## src/bp_config.svh

```systemverilog
`ifndef BP_CONFIG_SVH
`define BP_CONFIG_SVH

// Table geometry
// The row is selected by PC bits [BP_INDEX_BITS+1:2]
`define BP_INDEX_BITS 7

// Upper PC bits kept per row to tell aliasing branches apart
`define BP_TAG_BITS (32 - `BP_INDEX_BITS - 2)

// Number of rows in the direct-mapped table
`define BP_ROWS (1 << `BP_INDEX_BITS)

// Resolve queue entries
// Also the number of credits the execute side starts with
`define BP_RQ_DEPTH 4

// Width of every statistics counter
`define BP_STAT_BITS 16

// Fetch reset vector
`define BP_RESET_PC 32'h0000_0000

// Instruction size in bytes, sequential fetch step
`define BP_INSTR_BYTES 32'd4

`endif

```

## src/bp_pkg.sv

```systemverilog
`include "bp_config.svh"

package bp_pkg;

	// Two-bit saturating counter, upper bit means predict taken
	typedef enum logic [1:0] {
		STRONG_NT = 2'b00,
		WEAK_NT   = 2'b01,
		WEAK_T    = 2'b10,
		STRONG_T  = 2'b11
	} bp_ctr_e;

	// One branch resolved in execute
	typedef struct packed {
		logic        valid;
		logic [31:0] pc;
		logic        taken;
		logic [31:0] target; // Only meaningful when taken
	} bp_resolve_t;

	// Lookup result for the current fetch PC
	typedef struct packed {
		logic        hit;
		logic        taken;
		logic [31:0] next_pc;
	} bp_pred_t;

	// Performance counters
	typedef struct packed {
		logic [`BP_STAT_BITS-1:0] pred_taken;
		logic [`BP_STAT_BITS-1:0] pred_not_taken;
		logic [`BP_STAT_BITS-1:0] resolved_taken;
		logic [`BP_STAT_BITS-1:0] redirects;
	} bp_stats_t;

endpackage

```

## src/bp_resolve_queue.sv

```systemverilog
`include "bp_config.svh"

module bp_resolve_queue (
	input  logic                clk_i,
	input  logic                rst_i,
	input  bp_pkg::bp_resolve_t push_i,
	output bp_pkg::bp_resolve_t pop_o,
	output logic                credit_o
);

	localparam int DEPTH = `BP_RQ_DEPTH;
	localparam int PTR_W = (DEPTH > 1) ? $clog2(DEPTH) : 1;
	localparam int CNT_W = $clog2(DEPTH + 1);

	bp_pkg::bp_resolve_t mem_q [DEPTH];
	logic [PTR_W-1:0]    wr_ptr_q;
	logic [PTR_W-1:0]    rd_ptr_q;
	logic [CNT_W-1:0]    count_q;
	logic                credit_q;

	logic                empty;
	logic                full;
	logic                push;
	logic                pop;

	// Wrap at DEPTH, which need not be a power of two
	function automatic logic [PTR_W-1:0] ptr_inc(input logic [PTR_W-1:0] ptr);
		if (ptr == PTR_W'(DEPTH - 1)) begin
			return '0;
		end
		return ptr + PTR_W'(1);
	endfunction

	assign empty = (count_q == '0);
	assign full = (count_q == CNT_W'(DEPTH));
	assign push = push_i.valid;
	assign pop = !empty; // Table never stalls, drain every cycle

	always_comb begin
		pop_o = mem_q[rd_ptr_q];
		pop_o.valid = pop;
	end

	always_ff @(posedge clk_i) begin
		if (push) begin
			mem_q[wr_ptr_q] <= push_i;
		end
	end

	always_ff @(posedge clk_i) begin
		if (!rst_i) begin
			wr_ptr_q <= '0;
			rd_ptr_q <= '0;
			count_q <= '0;
			credit_q <= 1'b0;
		end else begin
			if (push) wr_ptr_q <= ptr_inc(wr_ptr_q);
			if (pop) rd_ptr_q <= ptr_inc(rd_ptr_q);
			case ({push, pop})
				2'b10:   count_q <= count_q + CNT_W'(1);
				2'b01:   count_q <= count_q - CNT_W'(1);
				default: count_q <= count_q;
			endcase
			credit_q <= pop; // One credit back per popped entry
		end
	end

	assign credit_o = credit_q;

	// A sender that respects its credits never gets here, since a
	// credit comes back only the cycle after its entry has left
	a_no_overflow: assert property (
		@(posedge clk_i) disable iff (!rst_i)
		push_i.valid |-> !full
	) else $error("bp_resolve_queue: push while full, credit protocol broken");

endmodule

```

## config.mk

```make
export PLATFORM = sky130hd
export DESIGN_NAME = bp_resolve_queue
export DESIGN_NICKNAME = d
export VERILOG_FILES = /design/src/bp_pkg.sv /design/src/bp_resolve_queue.sv
export VERILOG_INCLUDE_DIRS = /design/src
export SDC_FILE = /design/constraint.sdc
export NUM_CORES = 1
export LEC_CHECK = 0
export BUFFER_PORTS_ARGS = -buffer_cell sky130_fd_sc_hd__clkbuf_2
export CAP_MARGIN = 10
export CORE_MARGIN = 5
export CORE_UTILIZATION = 57
export DETAILED_ROUTE_END_ITERATION = 10
export HOLD_SLACK_MARGIN = 0.06
export PLACE_DENSITY = 0.81
export SLEW_MARGIN = 20
export SYNTH_ARGS = -nofsm -noshare
export SYNTH_HDL_FRONTEND = slang
export SYNTH_SLANG_ARGS = --single-unit
```

## constraint.sdc

```tcl
create_clock -name clk_i -period 3.8 [get_ports clk_i]
set_clock_uncertainty 0.15 [all_clocks]
set_input_delay 0 -clock clk_i [delete_from_list [all_inputs] [get_ports clk_i]]
set_output_delay 0 -clock clk_i [all_outputs]
set_load 0.005 [all_outputs]
```

# [Word-level counts from Yosys, hierarchy flattened]
# Memory sizes are Yosys's and may differ from the RTL's. A register that Yosys moved wholly into a read port is not among the register bits.
# Index checks and enable logic that the tools add are counted.
# Widths: inputs -> output; s select.
[word_totals] regBits=8 mem_bits_rw=264 in_bits=68 out_inout_bits=67 elab_cells=31 mem_count=1
[op_classes] addsub=4 n_eq_ne=4 n_mux=15 reduce_logical=3
[memory_table] memory="mem_q" depth=4 width=66 rd=1 rd_ports_with_merged_regs=1 wr=1 line="bp_resolve_queue.sv:15" text="bp_pkg::bp_resolve_t mem_q [DEPTH];"
[op_table] cell="$mux 2" count=6
[op_table] cell="$mux 1" count=8
[op_table] cell="$eq 2x2->1 const B" count=3
[op_table] cell="$pmux 3 s2" count=1
[op_table] cell="$add 2x1->2 const B" count=2
[op_table] cell="$add 3x1->3 const B" count=1
[op_table] cell="$logic_not 3->1" count=1
[op_table] cell="$sub 3x1->3 const B" count=1
[op_table] cell="$eq 2x1->1 const B" count=1
[op_table] cell="$reduce_bool 2->1" count=1
[op_table] cell="$logic_not 1->1" count=1

# [Logic depth before layout (Yosys ltp)]
[logic_depth] word_depth=7 ltp_mapped=8 ltp_nobuf=8

# [Worst setup path before layout]
# Ideal clock, no wire load.
[synth_timing] kind="register to register" startpoint="register wr_ptr_q[0]" endpoint="memory mem_q[0][0] in the netlist's numbering (enable)" setup_ns=0.430 arrival_time_ns=2.078 t_required_ns=3.220 path_slack_ns=1.142 path_stages_with_launch=4 path_buffers=0 synth_period_minus_slack_ns=2.658 cell_sequence="dfxtp_1 > inv_1 > ha_1 > and2_1"
[synth_rtl] element="start: declaration" line="bp_resolve_queue.sv:16" text="logic [PTR_W-1:0] wr_ptr_q;"
[synth_rtl] element="start signal: assignment" line="bp_resolve_queue.sv:57" text="if (push) wr_ptr_q <= ptr_inc(wr_ptr_q);"
[synth_rtl] element="end: declaration" line="bp_resolve_queue.sv:15"
# Straight into the memory's write port.

==> out/metrics.yaml <==
global_route:
  grt_max_degree: 66
  grt_pass1_wl_um: 28610
  grt_pass1_vias: 5182
  antenna_found_initial: 0
  track_usage_pct: 18.36
  overflow: 0
worst_setup_path:
  critPathLaunchType: "flip-flop"
  cp_num_buf_inv: 2
  crit_family: "flip-flops"
  cpMaxStageDelayCell: "dfxtp_4"
  cp.arrival_ns: 2.46
  critPathCaptureType: "output port"
  worstPathRequired_ns: 3.65
  cp_max_fo: 39
  max_stage_delay_ns: 0.90
  critPathKind: "flip-flop to output port"
  crit_chain: "buf_12 -> mux4_2 -> clkbuf_2"
clock_tree:
  clkSinkCount: 270
  cts_root_buf: "clkbuf_16"
  clock_path_buffers: 3
  cts_made_buffers: 27
  cts_tree: "built"
  worst_skew_pair.late_latency_ns: 0.51
  cts.clk_slew.worst_paths_ns: 0.06
  ctsResizeCount: 0
  htreeDepth: 1
power:
  p_per_area_nw_per_um2: 644.3
  leakage_nw: 4.259
  ir_worst_vdd_v: 0.0005400
floorplan:
  die_area_sq_um: 20140
  coreArea_sq_um: 17180
  start_util_pct: 57.74
  chipHeight_um: 141.9
  ios: 135
  die_w_um: 141.9
  row_count: 48
placement:
  dp_cells: 734
  io_buffers: 134
  pre_cts_ws_ns: 1.666
  dpl.hpwl_um: 10110
  gp_congestion: 0.7455
logic_synthesis:
  synth_top_area_cell: "edfxtp_1"
  ys_seq_elements: 270
  yosys-top-cells-area: "edfxtp_1 79%, mux4_2 15%, dfxtp_1 2.0%, buf_12 1.0%, ha_1 0.76%"
  syn_inst: 389
  synth_top_area_share_pct: 78.72
  ys_seq_area_share_pct: 80.74
  synthFlopType: "edfxtp_1"
  syn_nets: 464
  synth_most_common_cell: "edfxtp_1"
  synthArstFlopShare_pct: 0
  ys_types: 24
  synth.avg_cell_area_sq_um: 25.50
  synth_area_sq_um: 9918
  yosysWarnings: 0
  synthTopCellsByCount: "260 x edfxtp_1, 65 x mux4_2, 10 x dfxtp_1"
  synth_edf_count: 260
final_layout:
  fin_cells: 851
  nFillCells: 1027
  utilization_pct: 71.82
  areaGrowthSynthToFinish_pct: 24.38
  regArea_sq_um: 8015
  antennaDiodeCount: 0
  multiInputGateArea_sq_um: 1734
  drive_above_1_share_pct: 39.46
  fin_nets: 681
sta:
  setup_viol: 0
  rsz0062_at_grt: "false"
  fin_tns_setup_ns: 0
  finalHoldViolCount: 0
  fin_crit_ns: 2.608
  slew_viol_final: 0
  setup_slack_ns: 1.192
  maxSlewHeadroom_pct: 32.06
  fin_crit_sh_pct: 68.62
  fmax_mhz: 383.5
  whs_ns: 0.09493
  worst_pin_slew_ns: 1.019
route:
  dr_total_vias: 4695
  drc: 0
  wl_per_cell_um: 21.42
  drt_first_pass_iters: 4
  wl_um: 18230
  antenna_left: 0
  viasPerCell: 5.517
  drt_iter0_markers: 303
job:
  cap_viol_max_count: 0
run_status:
  status: "finished, final reports clean"
min_path:
  hold_path_class: "primary input to flip-flop"
[per-stage QoR]
stage	instance area [sq um]	power, mW
2_1_floorplan	9918	4.757
3_3_place_gp	10750	5.247
3_5_place_dp	10750	5.299
4_1_cts	12340	8.046
5_1_grt	12340	8.307
6_report	12340	7.949
[routing by layer]
metal	wire [um]	GRT usage [%]	up-vias
li1	-	-	2084
met1	7292	24.86	2422
met2	9491	31.30	159
met3	1074	3.943	30
met4	367	4.141	0
met5	0	0	-
[report_power, final]
| group | leakage, nW | total (mW) | internal, mW | switching (mW) |
|---|---|---|---|---|
| sequential | 2.47 | 3.71 | 3.43 | 0.283 |
| clock | 0.446 | 2.69 | 1.64 | 1.05 |
| combinational | 1.34 | 1.55 | 0.945 | 0.602 |
| total | 4.26 | 7.95 | 6.02 | 1.93 |
[layout by cell type (no fill, tap or decap), types with 3 or more instances in the layout]
cell type,netlist,layout
clkinv_1,0,5
clkbuf_1,1,4
inv_1,7,7
mux4_2,65,65
nor2b_1,3,3
bufinv_16,0,5
edfxtp_1,260,260
clkinv_2,0,6
clkbuf_16,0,27
and2_4,0,4
dfxtp_1,10,8
clkbuf_2,0,134
ha_1,6,6
dlygate4sd3_1,0,68
[kinds of logic (layout without fill, tap and decap cells)]
logic type	Yosys count	in the layout	synth area share (%)
flip-flops	270	270	80.74
multiplexers	67	67	14.96
buffers and inverters	22	259	1.880
AND/OR/NAND/NOR	16	16	0.9587
adder cells (fa/ha/maj)	7	7	0.9587
AO/OA/AOI/OAI	5	5	0.3280
XOR/XNOR	2	2	0.1766
[worst reg2reg max path: cells and delay by family, from the launching register on]
family,cells,cell delay [ns]
AOI/OAI and AO/OA,1,0.16
xor gates and xnor gates,1,0.07
adders and majority gates,2,0.39
buffers and inverters,2,0.19
DFF,1,0.34
and+or+nand+nor,2,0.66
[what timing repair did]
action,in CTS,in global routing
buffers inserted,0,0
endpoints found under the hold margin,270,0
endpoints found under the setup margin,0,0
hold buffers,68,0
[final timing paths]
path / start / end / slack, ns / cells after the start
max: flip-flop / pop_o[3] / 1.19 / 3
min: push_i[60] / mem_q[0][60] / 0.09 / 2
max reg2reg: count_q[1] / count_q[2] / 1.76 / 8
min reg2reg: rd_ptr_q[0] / flip-flop / 0.37 / 2
[state kept, by name, indices dropped and copies added (netlist names), named ones only]
signal    count
count_q       3
credit_o      1
mem_q       260
rd_ptr_q      2
wr_ptr_q      2
[layout make-up]
class | count | share of cell area [%]
Sequential cell | 270 | 64.97
Inverter | 7 | 0.2130
Tap cell | 225 | 2.282
Multi-Input combinational cell | 97 | 14.06
Clock buffer | 31 | 5.598
Timing Repair Buffer | 203 | 11.12
Clock inverter | 18 | 1.765
Power figures use the tool's default switching activity.
