## config.mk

```make
export PLATFORM = sky130hd
export DESIGN_NAME = bp_fetch_pc
export DESIGN_NICKNAME = d
export VERILOG_FILES = /design/src/bp_pkg.sv /design/src/bp_fetch_pc.sv
export VERILOG_INCLUDE_DIRS = /design/src
export SDC_FILE = /design/constraint.sdc
export NUM_CORES = 1
export LEC_CHECK = 0
export BUFFER_PORTS_ARGS = -buffer_cell sky130_fd_sc_hd__buf_2
export CAP_MARGIN = 20
export CORE_ASPECT_RATIO = 1.4
export CORE_MARGIN = 10
export CORE_UTILIZATION = 35
export CTS_CLUSTER_SIZE = 8
export DETAILED_ROUTE_END_ITERATION = 16
export HOLD_SLACK_MARGIN = 0.06
export PLACE_DENSITY = 0.66
export SYNTH_ARGS = -nofsm -noshare
export SYNTH_HDL_FRONTEND = slang
export SYNTH_SLANG_ARGS = --single-unit
```

## constraint.sdc

```tcl
create_clock -name clk_i -period 1.5 [get_ports clk_i]
set_input_delay 0.15 -clock clk_i [delete_from_list [all_inputs] [get_ports clk_i]]
set_output_delay 0.15 -clock clk_i [all_outputs]
set_load 0.02 [all_outputs]
```

## src/bp_config.svh

```systemverilog
`ifndef BP_CONFIG_SVH
`define BP_CONFIG_SVH

// Table geometry
// The row is selected by PC bits [BP_INDEX_BITS+1:2]
`define BP_INDEX_BITS 7

// Upper PC bits kept per row to tell aliasing branches apart
`define BP_TAG_BITS (32 - `BP_INDEX_BITS - 2)

// Number of rows in the direct-mapped table
`define BP_ROWS (1 << `BP_INDEX_BITS)

// Resolve queue entries
// Also the number of credits the execute side starts with
`define BP_RQ_DEPTH 4

// Width of every statistics counter
`define BP_STAT_BITS 16

// Fetch reset vector
`define BP_RESET_PC 32'h0000_0000

// Instruction size in bytes, sequential fetch step
`define BP_INSTR_BYTES 32'd4

`endif

```

## src/bp_pkg.sv

```systemverilog
`include "bp_config.svh"

package bp_pkg;

	// Two-bit saturating counter, upper bit means predict taken
	typedef enum logic [1:0] {
		STRONG_NT = 2'b00,
		WEAK_NT   = 2'b01,
		WEAK_T    = 2'b10,
		STRONG_T  = 2'b11
	} bp_ctr_e;

	// One branch resolved in execute
	typedef struct packed {
		logic        valid;
		logic [31:0] pc;
		logic        taken;
		logic [31:0] target; // Only meaningful when taken
	} bp_resolve_t;

	// Lookup result for the current fetch PC
	typedef struct packed {
		logic        hit;
		logic        taken;
		logic [31:0] next_pc;
	} bp_pred_t;

	// Performance counters
	typedef struct packed {
		logic [`BP_STAT_BITS-1:0] pred_taken;
		logic [`BP_STAT_BITS-1:0] pred_not_taken;
		logic [`BP_STAT_BITS-1:0] resolved_taken;
		logic [`BP_STAT_BITS-1:0] redirects;
	} bp_stats_t;

endpackage

```

## src/bp_fetch_pc.sv

```systemverilog
`include "bp_config.svh"

module bp_fetch_pc (
	input  logic             clk_i,
	input  logic             rst_i,
	input  logic             fetch_en_i,
	input  logic             redirect_i,
	input  logic [31:0]      redirect_pc_i,
	input  bp_pkg::bp_pred_t pred_i,
	output logic [31:0]      pc_o
);

	logic [31:0] pc_q;
	logic [31:0] pc_d;
	logic        pc_load;

	// Execute knows better than the table
	always_comb begin
		if (redirect_i) begin
			pc_d = redirect_pc_i;
		end else begin
			pc_d = pred_i.next_pc;
		end
	end

	assign pc_load = redirect_i || fetch_en_i; // Otherwise hold the PC

	always_ff @(posedge clk_i) begin
		if (!rst_i) begin
			pc_q <= `BP_RESET_PC;
		end else if (pc_load) begin
			pc_q <= pc_d;
		end
	end

	assign pc_o = pc_q;

	// Table lookup drops PC[1:0], so a misaligned target would alias
	a_redirect_aligned: assert property (
		@(posedge clk_i) disable iff (!rst_i)
		redirect_i |-> (redirect_pc_i[1:0] == 2'b00)
	) else $error("bp_fetch_pc: redirect to unaligned PC %h", redirect_pc_i);

endmodule

```

; Word-level counts from Yosys, hierarchy flattened
; Index checks and enable logic that the tools add are counted.
[totals]
word_cells = 3
out_inout_bits = 32
reg_bits = 32
[classes]
reduce_logical = 1
muxes = 1
[op_table]
columns = op, n
row1 = $mux 32, 1
row2 = $logic_or 1x1->1, 1

; Longest topological paths before layout
; Gate-level depths: netlist of the first run.
[depth]
depth_word = 1
ltp_mapped = 4
mapped_depth_nobuf = 2

; Worst setup path after synthesis of the first run
; Ideal clock, no wire load.
[synth_path]
kind = input-to-reg
start = in fetch_en_i
end = reg pc_q[0], in the netlist pc_o[0]
required_time_ps = 1384
stages = 4
arrival_time_ps = 884
path_slack_ps = 500
path_cell_list = buf_6 buf_12 mux2_4 o211a_1
[synth_via]
elab_chain_cells = 1
[synth_lines]
columns = element, line_no
row1 = start: declaration, bp_fetch_pc.sv:6  ; input logic fetch_en_i,
row2 = $logic_or 1x1->1, bp_fetch_pc.sv:26  ; assign pc_load = redirect_i || fetch_en_i;
row3 = end signal: assignment, bp_fetch_pc.sv:30  ; pc_q <= `BP_RESET_PC;
row4 = end signal: assignment, bp_fetch_pc.sv:32  ; pc_q <= pc_d;
row5 = end: declaration, bp_fetch_pc.sv:13  ; logic [31:0] pc_q;
; Every way passes these cells.
; A chain may end at the register's enable or synchronous reset.

; Worst setup path in the final report of the first run
[layout_path]
start = reg pc_q[26], in the netlist pc_o[26]
end = out pc_o[26]
[layout_rtl]
columns = element, line_no
row1 = end: declaration, bp_fetch_pc.sv:10  ; output logic [31:0] pc_o
; No word-level cell between the ends.

==> results of run 1 <==
## synthesized netlist by cell type (all sizes together)
| master | number |
|---|---|
| clkbuf | 5 |
| nand2b | 11 |
| or2b | 21 |
| mux2 | 32 |
| buf | 8 |
| dfxtp | 32 |
| o211a | 32 |
## worst max-delay path by stage
| stage | slack, ps | cells past startpoint | endpoint | start |
|---|---|---|---|---|
| 6_report | 550 | 1 | pc_o[26] | pc_o[26] |
| 5_1_grt | 500 | 1 | pc_o[26] | pc_o[26] |
| 4_1_cts | 530 | 1 | pc_o[26] | pc_o[26] |
| 3_5_place_dp | 350 | 4 | pc_o[29] | fetch_en_i |
| 3_3_place_gp | 370 | 4 | pc_o[29] | fetch_en_i |
| 2_1_floorplan | 500 | 4 | pc_o[0] | fetch_en_i |
## layout make-up
type | instances | area share (%)
clock buffer | 6 | 3.43
clock inverter | 2 | 0.416
multi-input combinational | 96 | 42.3
sequential | 32 | 26.6
tap | 64 | 3.32
timing repair buffer | 103 | 23.9
## metrics by stage
| stage | util [%] | setup slack [ps] | instances | hold WS (ps) |
|---|---|---|---|---|
| 2_1_floorplan | - | 500 | 141 | 283 |
| 3_3_place_gp | 47.5 | 370 | 295 | 459 |
| 3_5_place_dp | 47.5 | 349 | 295 | 466 |
| 4_1_cts | 49.4 | 535 | 303 | 170 |
| 5_1_grt | 49.4 | 500 | 303 | 172 |
| 6_report | 49.4 | 550 | 303 | 174 |
## tightest hold or removal path: cells and delay by family
| family | cells | cell delay (ps) |
|---|---|---|
| AND/OR/NAND/NOR | 1 | 80 |
| AO/OA/AOI/OAI | 1 | 130 |
| buffers and inverters | 1 | 70 |
## power by group through the flow
stage               Sequential [mW]  Clock [mW]  Combinational, mW
floorplan                      1.05           0              0.278
global placement              0.963           0              0.539
detailed placement            0.965           0              0.545
CTS                           0.947       0.716              0.548
global route                  0.952       0.755              0.583
finish                        0.946       0.687              0.538
## routing by layer
layer  vias up  global-route usage (%)
met5         -                       0
met4         0                    3.03
met3         5                    5.80
met2        50                    20.6
met1       676                    11.2
li1        701                       -
## cells in the final DEF (no fill, tap or decap), drive strengths merged
| cell type | Yosys | final |
|---|---|---|
| mux2 | 32 | 32 |
| o211a | 32 | 32 |
| buf | 8 | 103 |
| or2b | 21 | 21 |
| nand2b | 11 | 11 |
| clkbuf | 5 | 6 |
| clkinv | 0 | 2 |
| dfxtp | 32 | 32 |
## cells by family after synthesis
kind of cell	count (synthesis)	share of synthesized area [%]
simple gates	32	12.7
mux	32	26.6
flops	32	36.0
compound gates	32	18.0
buf+inv	13	6.61
==> metrics.txt, run 1 <==
switch share roughly 27%; via count of the first global-routing pass 1590; Resized Gates After CTS 0; Die X 80.2 um; Die Outline Area about 0.0084 mm2; Peak supply drop approximately 0.00054 V; highest layer used for signal routing met4; capture point of the worst reg-to-reg path pc_o[21]; start-to-end type of the worst setup path reg -> out; clock tree from TritonCTS built; clock input transition at the sequential cells of the worst setup and hold paths roughly 70 ps; Buffers on Ports 99; Data arrival, critical path 800 ps; number of levels the H-tree was split into 2; clock period minus final worst setup slack 950 ps; buffers plus inverters on the worst setup path 1; number of storage elements in the synthesis netlist 32; power density over the cells approximately 900 mW/mm2; Total Routing Usage GR between 10% and 20%; Post-CTS Hold Fix Bufs 0; cell type of the slowest stage on the worst timing path dfxtp_1; fraction of the cycle the final worst path needs a little over three fifths; maximum operating frequency 1050 MHz; beginning of the worst register-to-register path pc_o[21]; startpoint kind of the worst setup timing path flop; via count ~1400; Syn-to-layout area delta 35.5%; wire length on met2 roughly 2600 um; largest stage delay on the critical path roughly 340 ps; Seq. cell area 641 um2; number of antenna violations at the first check in global routing 0; Max Transition Viols Final 0; antenna violation net count after detailed routing 0; GR Overflow Total 0; clock network latency to the later pin of the worst-skew pair 280 ps; ratio of cells with drive above 1 in the final layout between 50 and 60%; Netlist cell types 11; detailed placer's ending HPWL 3700 um; relative contribution of combinational cells to total power 24.8%; crit end category primary output; flip-flop count of the largest register after layout 32; largest clock skew in the final design 0 ps; Worst R2R Setup Slack about 610 ps; Met1 Routed Length roughly 1800 um; class of the most critical hold timing path in -> reg; post-place instance area 0.00232 mm2; cell type with the largest total area after synthesis dfxtp_1; run status completed; standby leakage power 1.46 nW; final setup violation count 0; crit-path leading delay family flip-flops; final count of hold timing violations 0; CP Data Required Time around 1400 ps; worst-margin pin slew between 300 and 400 ps; sequential cell fraction of total power 43.6%; # IOs roughly 100; worst hold path endpoint pc_o[0]; core area a little under 0.005 mm2; critical hold path startpoint redirect_pc_i[0]; average size of a mapped cell 12.6 um2; worst rel slew slack roughly three quarters; Placement Rows 30; die height roughly 100 um; number of buffers inserted to repair setup after CTS 0; Sw Pwr about 600 uW; post-layout net count between 300 and 400; Clock Root Buffer clkbuf_8; mapped cell area ~0.0018 mm2; DRC violation total after the first TritonRoute iteration 52; met3 WL about 440 um; Pwr Total roughly 2.2 mW; CTS sink count 32; footprint of the multi-input gates 0.00102 mm2; MaxCap Viol Count 0; DR vias/cell between 4 and 5; Int Pwr 1.58 mW; hold path depth 3; Initial Utilization around 36%; Clock power frac a little under a third; unrepaired setup endpoints after global routing no; first-pass GRT wire length a little under 8000 um; Final Wtd Congestion 0.726; Synth top area share a little over a third; deepest clock path buffer count 2; Mapped Cells 141; maximum fanout count along the critical path 2; drt drc 0; post-synthesis net count between 200 and 250; synth top area cells dfxtp_1, mux2_4, o211a_1; Non-Filler Cell Area, Final about 0.0024 mm2; cell breakdown of the critical path buf_2; number of warnings reported in the yosys synthesis log 0; diodes inserted 0; final sum of negative setup slack 0 ps; CTS buffer count 5; number of detailed-route iterations in the first pass 4; share of synthesized area occupied by flip-flops and latches between 30% and 40%; number of filler cells placed in the layout slightly above 500; average wire per standard cell 16.1 um; final wirelength around 5000 um; length in cells of the worst reg-to-reg path 2; pin count of the biggest net entering global routing 65
(Power assumes the default switching activity.)
==> run 2, diff against run 1 <==
- ABC_AREA: not set -> 1
- PLACE_DENSITY: 0.66 -> 0.71
- clock period: 1.5 -> 0.8 ns (I/O delays scaled with it)
==> metrics.txt, run 2 <==
final wirelength 6010 um (+23%); post-layout net count 420 (+36%); first-pass GRT wire length 9120 um (+19%); Total Routing Usage GR 14.2% (+2.7 points); crit-path leading delay family flip-flops; CP Data Required Time 720 ps (-630 ps); average wire per standard cell 14.6 um (-9.4%); length in cells of the worst reg-to-reg path 5 (+3); leading register cell type out of synthesis dfxtp_1; number of enable-type register cells in the synthesized netlist 0 (unchanged); drt drc 0 (unchanged); DR vias/cell 4.57 (-3.3%); clock period minus final worst setup slack 828 ps; Netlist cell types 12 (+1); via count 1887 (+32%); fraction of the cycle the final worst path needs 104%; Max Transition Viols Final 0 (unchanged); MaxCap Viol Count 0 (unchanged); start-to-end type of the worst setup path reg -> out; Die Outline Area 0.00777 mm2 (-7.2%); setup slack after layout -28.5 ps (-579 ps); deepest clock path buffer count 2 (unchanged); pin count of the biggest net entering global routing 33 (-49%); core area 0.00450 mm2 (-7.8%); detailed placer's ending HPWL 3890 um (+5.0%); Clock Root Buffer clkbuf_8; Mapped Cells 243 (+72%); ratio of cells with drive above 1 in the final layout 51.3% (-8.6 points); standby leakage power 1.55 nW (+6.2%); Die X 77.4 um (-3.5%); Placement Rows 29 (-3.3%); beginning of the worst register-to-register path pc_o[25]; leading post-synthesis cells by instance count nand2_1, nand3_1, dfxtp_1, inv_1, nand2_2; crit end category primary output; class of the most critical hold timing path in -> reg; DRC violation total after the first TritonRoute iteration 81 (+56%); cell type with the largest total area after synthesis dfxtp_1; cell count after placement 391 (+33%); hold path depth 5 (+2); critical hold path startpoint redirect_pc_i[22]; Non-Filler Instances 413 (+36%); post-synthesis net count 313 (+48%); flip-flop count of the largest register after layout 32 (unchanged); number of storage elements in the synthesis netlist 32 (unchanged); cell type of the slowest stage on the worst timing path dfxtp_2; Final Wtd Congestion 0.747 (+2.8%); cell breakdown of the critical path buf_6; worst hold path endpoint pc_o[22]; number of detailed-route iterations in the first pass 4 (unchanged); maximum fanout count along the critical path 2 (unchanged); clock network latency to the later pin of the worst-skew pair 280 ps (about the same); unrepaired setup endpoints after global routing yes; Buffers on Ports 99 (unchanged); largest clock skew in the final design 0 ps (unchanged); final sum of negative setup slack -387 ps (-387 ps); final count of hold timing violations 0 (unchanged); most frequent standard cell in the layout excluding fill and tap cells nand2_1; number of antenna violations at the first check in global routing 1 (+1); capture point of the worst reg-to-reg path pc_o[25]; share of synthesized area occupied by flip-flops and latches 39.7% (+3.7 points); average size of a mapped cell 6.64 um2 (-47%); maximum operating frequency 1210 MHz; worst rel slew slack 58.8% (-17 points); failing checks negative setup slack; Syn-to-layout area delta 62.7%; clock tree from TritonCTS built; power density over the cells 1570 mW/mm2 (+75%); final setup violation count 32 (+32); startpoint kind of the worst setup timing path flop; clock input transition at the sequential cells of the worst setup and hold paths 70 ps (about the same); most numerous cell in the Yosys netlist nand2_1; number of warnings reported in the yosys synthesis log 0 (unchanged); antenna violation net count after detailed routing 0 (unchanged); number of levels the H-tree was split into 2 (unchanged); top library cells by usage in the layout, fill and taps aside nand2_1, buf_2, nand3_1; die height 100 um (-3.8%); diodes inserted 0 (unchanged); Initial Utilization 35.9% (-0.56 points); GR Overflow Total 0 (unchanged); synth top area cells dfxtp_1, nand2_1, nand3_1; via count of the first global-routing pass 1935 (+22%); CTS buffer count 5 (unchanged); # IOs 102 (unchanged); Synth top area share 39.7% (+3.7 points); proportion of register bits with asynchronous set or reset after synthesis 0% (unchanged); Worst R2R Setup Slack 20 ps (-590 ps); mapped cell area 0.00161 mm2 (-9.2%); run status finished, violations left; largest stage delay on the critical path 350 ps (about the same); final core area utilization 58.4% (+9.0 points); worst-margin pin slew 618 ps (+260 ps); buffers plus inverters on the worst setup path 1 (unchanged); CTS sink count 32 (unchanged); Peak supply drop 0.00143 V (+170%); Data arrival, critical path 750 ps (-50 ps)
==> run 2: cell count changes after synthesis, moves of 11 or more <==
cell | previous run | this run
or2b_1 | 21 | 0
o211a_1 | 32 | 0
nand2_1 | 0 | 86
nand3_1 | 0 | 64
inv_1 | 0 | 32
mux2_4 | 30 | 0
nand2b_1 | 11 | 0
==> run 2: power by group <==
| part | switching [mW] | internal [mW] | total, mW | leakage, nW |
|---|---|---|---|---|
| Combinational | 0.535 | 0.519 | 1.05 | 1.23 |
| Clock | 0.597 | 0.686 | 1.28 | 0.0510 |
| Sequential | 0.0768 | 1.72 | 1.80 | 0.275 |
| Total | 1.21 | 2.93 | 4.14 | 1.55 |
==> run 2: area by class of cell <==
| cell class | instances | area (um2) |
|---|---|---|
| fill | 473 | 1870 |
| timing repair buffer | 116 | 855 |
| multi-input combinational | 162 | 795 |
| sequential | 32 | 681 |
| inverter | 33 | 126 |
| clock buffer | 6 | 82.6 |
| tap | 62 | 77.6 |
| clock inverter | 2 | 10.0 |
==> run 2: how the worst max path moves through the flow <==
stage,start,to,cells past startpoint
after floorplan,fetch_en_i,pc_o[19],7
after global placement,redirect_i,pc_o[29],6
after detailed placement,redirect_i,pc_o[10],6
after CTS,pc_o[6],pc_o[6],1
after global routing,pc_o[15],pc_o[15],1
final,pc_o[15],pc_o[15],1
==> run 2: what timing repair did <==
action,4_1_cts,5_1_grt
hold buffers,0,0
cloned,0,1
endpoints found under the setup margin,32,64
buffers inserted,12,1
pin swaps,0,3
gates resized for setup,97,17
==> run 2: cells by family (layout without fill, tap and decap cells) <==
family                 count (synthesis)  after routing  share of synthesized area (%)
DFF                                   32             32                           39.7
buffers and inverters                 50            157                           15.3
and+or+nand+nor                      161            162                           45.0
==> run 2: stage by stage <==
stage          worst slack, ps  power (mW)  hold slack (ps)  area, um2
2_1_floorplan             74.3        2.29              178       1610
3_3_place_gp              -291        2.59              371       2090
5_1_grt                  -51.0        4.35              115       2630
3_5_place_dp              -294        2.60              375       2090
6_report                 -28.5        4.14             88.5       2630
4_1_cts                  -30.6        4.11             81.2       2520
==> run 2: per-layer routing <==
layer	routed length (um)	global-route usage, %
met5	0	0
met4	102	4.37
met3	360	4.56
met2	3470	28.8
met1	2080	12.9
