## src/bp_config.svh

```systemverilog
`ifndef BP_CONFIG_SVH
`define BP_CONFIG_SVH

// Table geometry
// The row is selected by PC bits [BP_INDEX_BITS+1:2]
`define BP_INDEX_BITS 7

// Upper PC bits kept per row to tell aliasing branches apart
`define BP_TAG_BITS (32 - `BP_INDEX_BITS - 2)

// Number of rows in the direct-mapped table
`define BP_ROWS (1 << `BP_INDEX_BITS)

// Resolve queue entries
// Also the number of credits the execute side starts with
`define BP_RQ_DEPTH 4

// Width of every statistics counter
`define BP_STAT_BITS 16

// Fetch reset vector
`define BP_RESET_PC 32'h0000_0000

// Instruction size in bytes, sequential fetch step
`define BP_INSTR_BYTES 32'd4

`endif

```

## src/bp_pkg.sv

```systemverilog
`include "bp_config.svh"

package bp_pkg;

	// Two-bit saturating counter, upper bit means predict taken
	typedef enum logic [1:0] {
		STRONG_NT = 2'b00,
		WEAK_NT   = 2'b01,
		WEAK_T    = 2'b10,
		STRONG_T  = 2'b11
	} bp_ctr_e;

	// One branch resolved in execute
	typedef struct packed {
		logic        valid;
		logic [31:0] pc;
		logic        taken;
		logic [31:0] target; // Only meaningful when taken
	} bp_resolve_t;

	// Lookup result for the current fetch PC
	typedef struct packed {
		logic        hit;
		logic        taken;
		logic [31:0] next_pc;
	} bp_pred_t;

	// Performance counters
	typedef struct packed {
		logic [`BP_STAT_BITS-1:0] pred_taken;
		logic [`BP_STAT_BITS-1:0] pred_not_taken;
		logic [`BP_STAT_BITS-1:0] resolved_taken;
		logic [`BP_STAT_BITS-1:0] redirects;
	} bp_stats_t;

endpackage

```

## src/bp_stats.sv

```systemverilog
`include "bp_config.svh"

module bp_stats (
	input  logic                clk_i,
	input  logic                rst_i,
	input  logic                fetch_valid_i,
	input  bp_pkg::bp_pred_t    pred_i,
	input  bp_pkg::bp_resolve_t resolve_i,
	input  logic                redirect_i,
	output bp_pkg::bp_stats_t   stats_o
);

	localparam int W = `BP_STAT_BITS;

	bp_pkg::bp_stats_t stats_q;

	// Count up by one, hold at all ones
	function automatic logic [W-1:0] sat_inc(input logic [W-1:0] val, input logic en);
		if (en && (val != '1)) begin
			return val + W'(1);
		end
		return val;
	endfunction

	always_ff @(posedge clk_i) begin
		if (!rst_i) begin
			stats_q <= '0;
		end else begin
			stats_q.pred_taken <= sat_inc(stats_q.pred_taken,
				fetch_valid_i && pred_i.taken);
			stats_q.pred_not_taken <= sat_inc(stats_q.pred_not_taken,
				fetch_valid_i && !pred_i.taken);
			stats_q.resolved_taken <= sat_inc(stats_q.resolved_taken,
				resolve_i.valid && resolve_i.taken); // Seen at the table write
			stats_q.redirects <= sat_inc(stats_q.redirects, redirect_i);
		end
	end

	assign stats_o = stats_q;

endmodule

```

## config.mk

```make
export PLATFORM = sky130hd
export DESIGN_NAME = bp_stats
export DESIGN_NICKNAME = d
export VERILOG_FILES = /design/src/bp_pkg.sv /design/src/bp_stats.sv
export VERILOG_INCLUDE_DIRS = /design/src
export SDC_FILE = /design/constraint.sdc
export NUM_CORES = 1
export LEC_CHECK = 0
export BUFFER_PORTS_ARGS = -buffer_cell sky130_fd_sc_hd__buf_2
export CAP_MARGIN = 20
export CORE_MARGIN = 2
export CORE_UTILIZATION = 41
export CTS_BUF_LIST = sky130_fd_sc_hd__clkbuf_8 sky130_fd_sc_hd__clkbuf_16
export CTS_CLUSTER_DIAMETER = 100
export DETAILED_ROUTE_END_ITERATION = 12
export PLACE_DENSITY = 0.73
export SYNTH_ARGS = -nofsm -noshare
export SYNTH_HDL_FRONTEND = slang
export SYNTH_SLANG_ARGS = --single-unit
```

## constraint.sdc

```tcl
create_clock -name clk_i -period 1.7 [get_ports clk_i]
set_input_delay 0.085 -clock clk_i [delete_from_list [all_inputs] [get_ports clk_i]]
set_output_delay 0.085 -clock clk_i [all_outputs]
set_load 0.1 [all_outputs]
```

== Word level (Yosys, flattened, before mapping) ==
Index checks and enable logic that the tools add are counted.

* Logic and storage cells: 32
* Register bits after elaboration: 64
* Input bits: 104
* Output and inout bits: 64

* Equality and inequality tests: 4
* Reduce and logical (&&, ||, !) cells: 8
* Add/subtract/negate cells: 4
* Muxes and demuxes: 12

{| class="wikitable"
|+ Operators with widths
! cell !! number
|-
| 16-bit by 1-bit adder with 16-bit output (second input constant) || 4
|-
| 16-bit two-way mux || 4
|-
| 16-bit inequality test (second input constant) || 4
|-
| 1-bit two-way mux || 8
|-
| 1-bit logical AND || 7
|-
| 1-bit zero test || 1
|}

== Longest topological paths before layout ==
Gate-level depths: netlist of the first run.

* Depth in word-level cells: 5
* Gate-level depth with buffers: 6

== Least setup slack after synthesis of the first run ==
Ideal clock, no wire load.

* Path type: flip-flop to flip-flop
* From: reg stats_q, in the netlist stats_o[32]
* To: reg stats_q, in the netlist stats_o[32]
* Path slack: -961 ps
* Data arrival time: 2,533 ps
* Stages on the path, launching flop included: 7
* Required time: 1,572 ps
* Cell sequence: dfxtp_1 -> ha_1 -> nand4_1 -> o41ai_2 -> buf_2 -> xor2_1 -> nor2_1

* Cells in the longest elaborated chain, start to end: 4
* Elaborated cells on any way between the ends: 6
* Classes of those cells: add/sub: 1; eq/ne: 1; mux: 3; reduce/logical: 1

{| class="wikitable"
|+ RTL lines
! what !! line !! source
|-
| from (decl) || bp_stats.sv:15 || <nowiki>bp_pkg::bp_stats_t stats_q;</nowiki>
|-
| branches (longest 4 deep; another with 16-bit by 1-bit adder with 16-bit output) || n/a ||
|}

Parallel ways; which one is timed is not known. The select of a mux whose other input is x is not followed.
A chain may end at the register's enable or synchronous reset.

== Worst setup path in the final report of the first run ==
* From: reg stats_q, in the netlist stats_o[17]
* To: reg stats_q, in the netlist stats_o[30]

The elaborated chain is that of the path after synthesis.

==> metrics.md, run 1 <==
| Metric | Value |
|---|---|
| Post-Synthesis Cells | `394` |
| Final setup fails | `0` |
| Die Wd | `92.92 µm` |
| Setup CP Type | `flip-flop to flip-flop` |
| Die area | `8634 µm²` |
| Routed Antenna Nets | `0` |
| Unrepaired setup endpoints after global routing | `true` |
| Clk pin slew, worst setup/hold paths | `approximately 70 ps` |
| Max transition margin | `0.6284` |
| CP max FO | `5` |
| Fill cells | `approximately 680` |
| Synth cell count leaders | `64 x dfxtp_1, 35 x a21oi_1, 35 x nand2_1` |
| Synth cell types | `44` |
| Clock power share | `0.477` |
| Share of synthesized registers carrying an async set or reset | `0` |
| Largest area contributor in the netlist | `dfxtp_1` |
| Grt total ovfl | `0` |
| Initial Util | `0.4217` |
| Gr usage total | `0.2204` |
| Top cell type's share of synthesized area | `0.3952` |
| Worst-Skew Late Latency | `about 340 ps` |
| Power Density | `about 690 nW/µm²` |
| Fin crit period | `1697 ps` |
| Mapped cell area | `3242 µm²` |
| Sequential share of the synthesized area | `0.3952` |
| FF-to-FF End | `stats_o[30]$_SDFFE_PN0P_` |
| Status | `finished clean` |
| Syn_area_per_cell | `8.228 µm²` |
| Crit. End Element | `flip-flop` |
| P&R area growth vs syn | `42.69%` |
| Pint | `about 2.4 mW` |
| Yosys reg bits | `64` |
| Critical Path RT | `just under 2000 ps` |
| Drt first pass iters | `4` |
| Total power | `3.195 mW` |
| Combinational fraction of design power | `0.072` |
| LEAKAGE | `1.729 nW` |
| First-pass GRT wire length | `15320 µm` |
| Max FFs per register | `64` |
| Total of max-cap violations | `0` |
| Max clock buf depth | `2` |
| Setup crit end | `stats_o[30]$_SDFFE_PN0P_` |
| CTS Hold Bufs | `0` |
| CP startpoint | `stats_o[17]$_SDFFE_PN0P_` |
| Chip Height | `92.92 µm` |
| R2R depth | `5` |
| Vias in the first global route | `3216` |
| CTS tree | `built` |
| Synth top area cells | `dfxtp_1 40%, a21oi_1 5.4%, or4_1 5.1%` |
| Class of the worst hold path | `input port to flip-flop` |
| Average routed wire per standard cell | `15.20 µm` |
| Clock skew | `approximately 9.4 ps` |
| Initial DRC count | `116` |
| Slew Limit Fails | `0` |
| # nets final | `608` |
| Share of cells above drive strength 1 | `0.4257` |
| Fraction of power consumed by sequential logic | `0.450` |
| Via/cell ratio | `between 5 and 6` |
| Most numerous cell in the Yosys netlist | `dfxtp_1` |
| Final wirelength | `around 9200 µm` |
| Core footprint | `7687 µm²` |
| Post-Syn Nets | `around 500` |
| # rows | `32` |
| DRC | `0` |
| Final worst-path cycle share | `0.9982` |
| Sw Pwr | `0.7782 mW` |
| Initial antenna violation count | `0` |
| Post-synth EDFFs | `0` |
| Largest net degree at the start of global routing | `28` |
| R2R setup slack | `3 ps` |
| Port Buffers | `70` |
| Worst-Margin Slew | `552.3 ps` |
| Root Driver | `clkbuf_8` |
| Yosys warnings | `0` |
| H-Tree Depth | `3` |
| Num CTS Buffers | `9` |
| RD Place Congestion | `0.8289` |
| IO Count | `168` |
| TritonCTS Sinks | `64` |
| Peak VDD IR | `about 360 µV` |
| DR vias | `3515` |
| Fin. Hold Viols | `0` |
| Startpoint Class | `flip-flop` |
| DP Wirelength | `between 6000 and 7000 µm` |
| Worst Path Arrival | `1980 ps` |
| R2r startpoint | `stats_o[17]$_SDFFE_PN0P_` |
| Synth Flop Type | `dfxtp_1` |
| Sw Share | `0.2436` |
| Ant. Diodes | `0` |
| Fin util | `0.6017` |
| Max Clk Rate | `589.3 MHz` |
-- stage by stage --
stage	cells	hold WS, ps	instance area [µm²]	setup WS (ps)	setup TNS [ps]
2_1_floorplan	394	234.8	3649	-280.3	-2163
3_3_place_gp	587	390.0	4319	-23.43	-23.43
3_5_place_dp	587	394.6	4319	-56.09	-56.09
4_1_cts	605	28.94	4574	-3.717	-3.717
5_1_grt	607	43.17	4626	-71.45	-289.7
6_report	607	39.51	4626	3.054	0
-- cell families after synthesis --
family                   synth area share
AND/OR/NAND/NOR                    0.3323
buffers and inverters             0.02971
flip-flops                         0.3952
XOR/XNOR                         0.005404
multiplexers                      0.03088
AO/OA/AOI/OAI                      0.1911
adder cells (fa/ha/maj)           0.01544
-- worst max-delay path, cell delays in order (launching register included) --
cell and delay, ps:
dfxtp_4 360, ha_4 130, nand3_2 50, or4_4 520, or4_4 440, a21oi_2 140
-- how the worst min path moves through the flow --
stage | cells past startpoint | start | slack, ps | end
detailed placement | 3 | redirect_i | 390 | stats_o[1]$_SDFFE_PN0P_
global route | 3 | redirect_i | 40 | stats_o[1]$_SDFFE_PN0P_
finish | 3 | redirect_i | 40 | stats_o[1]$_SDFFE_PN0P_
floorplan | 2 | redirect_i | 230 | stats_o[1]$_SDFFE_PN0P_
global placement | 3 | redirect_i | 390 | stats_o[1]$_SDFFE_PN0P_
CTS | 3 | redirect_i | 30 | stats_o[1]$_SDFFE_PN0P_
-- per-layer routing --
layer  global-route usage  share of wire  routed length [µm]  vias up
li1                     -              -                   -     1751
met1               0.2876           0.46                4212     1661
met2               0.3545           0.48                4391       97
met3              0.05614          0.060                 553        6
met5                    0              0                   0        -
met4              0.07475         0.0076                  70        0
-- timing repair --
action / CTS / global route
pin swaps: 3 / 3
buffers inserted: 2 / 2
gates resized for setup: 2 / 7
endpoints found under the setup margin: 2 / 16
-- power groups by stage --
stage                     Sequential [mW]  Combinational, mW  Clock, mW
final                                1.44              0.231       1.53
after global routing                 1.44              0.247       1.63
after CTS                            1.44              0.231       1.56
after detailed placement             1.47              0.231          0
after global placement               1.47              0.226          0
after floorplan                      1.57             0.0706          0
-- cell type report --
class | count | area [µm²] | area share
well taps | 102 | 127.6 | 0.02759
flip-flops and latches | 64 | 1514 | 0.3273
clock inverters | 4 | 67.56 | 0.01461
repair buffers | 106 | 628.1 | 0.1358
multi-input cells | 305 | 2071 | 0.4477
inverters | 14 | 52.55 | 0.01136
clock buffers | 12 | 165.2 | 0.03570
-- cells in the final DEF (no fill, tap or decap), drive strengths merged, types with 2 or more instances in the layout --
cell	count
nand3	26
and3	11
o41ai	5
nand2	35
or3	16
inv	16
o21a	3
or4	22
a21oi	35
and4	6
dfxtp	64
a211oi	2
o31a	3
o211ai	3
clkbuf	12
buf	106
o31ai	16
bufinv	2
nand4	17
nor4	15
ha	4
and2	2
nor3	10
nor2	20
mux2i	10
nand2b	6
o21ai	23
Power figures use the tool's default switching activity.
==> run 2: changes to the inputs <==
--- a/config.mk
+++ b/config.mk
@@ -14,6 +14,7 @@
 export CTS_CLUSTER_DIAMETER = 100
 export DETAILED_ROUTE_END_ITERATION = 12
 export PLACE_DENSITY = 0.73
+export SETUP_SLACK_MARGIN = 0.1
 export SYNTH_ARGS = -nofsm -noshare
 export SYNTH_HDL_FRONTEND = slang
 export SYNTH_SLANG_ARGS = --single-unit
==> run 2 against run 1 <==
  * Die area unchanged
  * Setup slack got worse by 44 ps
  * The flow now finishes with violations (setup timing)
  * Highest routed layer unchanged
  * Global-route usage fell by 1.6 points
  * Combinational power is 9% higher
  * Via count up 3.3%
  * Wire length up 0.57%
  * Register-to-register slack worse by 40 ps
  * Power fell by 4.2%
  * Clock-buffer cell count is 3 lower
  * Clock power shrank 10%
==> metrics.md, run 2 (synthesis gave the netlist of run 1 again) <==
| Metric | Value |
|---|---|
| Status | `finished, violations left` |
| Failing checks | `setup timing` |
| Crit-path cells | `ha_4 -> nand3_2 -> or4_4 -> buf_6 -> o311ai_4 -> o41ai_2` |
| DRC | `0` |
| Slew Limit Fails | `0` |
| Chip Height | `92.92 µm` |
| Average routed wire per standard cell | `14.87 µm` |
| # nets final | `626` |
| CTS Hold Bufs | `0` |
| Commonest non-fill, non-tap cell in the layout | `buf_2` |
| Final wirelength | `just over 9000 µm` |
| CP max FO | `3` |
| Crit. End Element | `flip-flop` |
| Via/cell ratio | `5.821` |
| Most frequent cells in the layout | `70 x buf_2, 62 x dfxtp_4, 44 x buf_4, 32 x nand2_1, 29 x a21oi_1` |
| Total negative slack | `-59.91 ps` |
| Worst-Margin Slew | `just over 500 ps` |
| Ant. Diodes | `0` |
| H-Tree Depth | `3` |
| Worst-Skew Late Latency | `340 ps` |
| Critical Path Max Stage Delay | `between 500 and 600 ps` |
| Initial antenna violation count | `0` |
| Max FFs per register | `between 60 and 70` |
| Max Clk Rate | `574.5 MHz` |
| DP Wirelength | `6429 µm` |
| Peak VDD IR | `390.2 µV` |
| Largest net degree at the start of global routing | `28` |
| Port Buffers | `70` |
| Drt first pass iters | `4` |
| Initial Util | `0.4217` |
| Non-filler cells, final | `624` |
| Worst Path Arrival | `roughly 1900 ps` |
| Max transition margin | `0.6604` |
| Final worst-path cycle share | `1.024` |
| Fin crit period | `1741 ps` |
| Unrepaired setup endpoints after global routing | `true` |
| Total of max-cap violations | `0` |
| Routed Antenna Nets | `0` |
| P&R area growth vs syn | `52.30%` |
| Initial DRC count | `between 100 and 150` |
| Power Density | `619.7 nW/µm²` |
| DR vias | `3632` |
| Clk pin slew, worst setup/hold paths | `around 70 ps` |
| Die area | `between 8000 and 9000 µm²` |
| Class of the worst hold path | `input port to flip-flop` |
| Critical Path RT | `between 1500 and 2000 ps` |
| Worst slack at placement | `-27.28 ps` |
| Placed instance count | `586` |
| LEAKAGE | `1.862 nW` |
| # rows | `32` |
| First-pass GRT wire length | `around 14000 µm` |
| Final WS setup | `-40.61 ps` |
| Core footprint | `around 7700 µm²` |
| Fin. Hold Viols | `0` |
| Grt total ovfl | `0` |
| Root Driver | `clkbuf_8` |
| Startpoint Class | `flip-flop` |
| IO Count | `168` |
| Die Wd | `92.92 µm` |
| Num CTS Buffers | `9` |
| CP max-delay cell | `or4_4` |
| Share of cells above drive strength 1 | `0.4904` |
| CTS tree | `built` |
| Gr usage total | `0.2048` |
| Setup CP Type | `flip-flop to flip-flop` |
| Clock skew | `8.051 ps` |
| Final setup fails | `2` |
| Fin util | `0.6423` |
| Max clock buf depth | `2` |
| TritonCTS Sinks | `64` |
| RD Place Congestion | `about 0.82` |
| Vias in the first global route | `3107` |
run 2: changes by cell type in the layout (fill, tap and decap cells not counted), sizes merged:
| cell | before | now |
|---|---|---|
| clkbuf | 12 | 9 |
| inv | 16 | 15 |
| buf | 106 | 124 |
| clkinv | 0 | 3 |
run 2: final cells by class:
cell class,count,area [µm²]
Inverter,14,52.55
Fill cell,639,2750
Clock buffer,9,123.9
Sequential cell,64,1516
Multi-Input combinational cell,305,2247
Tap cell,102,127.6
Timing Repair Buffer,124,793.3
Clock inverter,6,76.32
run 2: worst paths after layout:
| kind | startpoint | to | slack [ps] | cells past startpoint |
|---|---|---|---|---|
| min reg2reg | stats_o[19]$_SDFFE_PN0P_ | stats_o[19]$_SDFFE_PN0P_ | 490 | 1 |
| max reg2reg | stats_o[17]$_SDFFE_PN0P_ | stats_o[28]$_SDFFE_PN0P_ | -40 | 6 |
| max | stats_o[17]$_SDFFE_PN0P_ | stats_o[28]$_SDFFE_PN0P_ | -40 | 6 |
| min | redirect_i | stats_o[1]$_SDFFE_PN0P_ | 40 | 3 |
run 2: metal layers:
| layer | wire [µm] | track usage |
|---|---|---|
| met1 | 4179 | 0.2727 |
| met2 | 4483 | 0.3303 |
| met3 | 522 | 0.03824 |
| met4 | 94 | 0.07475 |
| met5 | 0 | 0 |
run 2: per-stage QoR:
| stage | total power [mW] | cell area, µm² | hold slack [ps] |
|---|---|---|---|
| finish | 3.060 | 4937 | 39.39 |
| global route | 3.172 | 4937 | 48.25 |
| CTS | 3.076 | 4636 | 46.35 |
| detailed placement | 1.708 | 4385 | 394.9 |
| global placement | 1.701 | 4385 | 369.2 |
| floorplan | 1.639 | 3722 | 220.7 |
run 2: critical path: cells and delay by family, from the launching register on:
| kind | cells | cell delay, ps |
|---|---|---|
| and+or+nand+nor | 2 | 580 |
| AOI/OAI and AO/OA | 2 | 380 |
| DFF | 1 | 370 |
| adders and majority gates | 1 | 140 |
| buffers and inverters | 1 | 140 |
run 2: timing repair:
item	CTS	global route
gates resized for setup	6	31
buffers inserted	4	19
gates cloned	0	0
pin swaps	5	19
endpoints found under the setup margin	11	36
run 2: power breakdown:
part           internal (mW)  switching [mW]
clock                  0.800           0.569
combinational         0.0714           0.180
sequential              1.42          0.0175
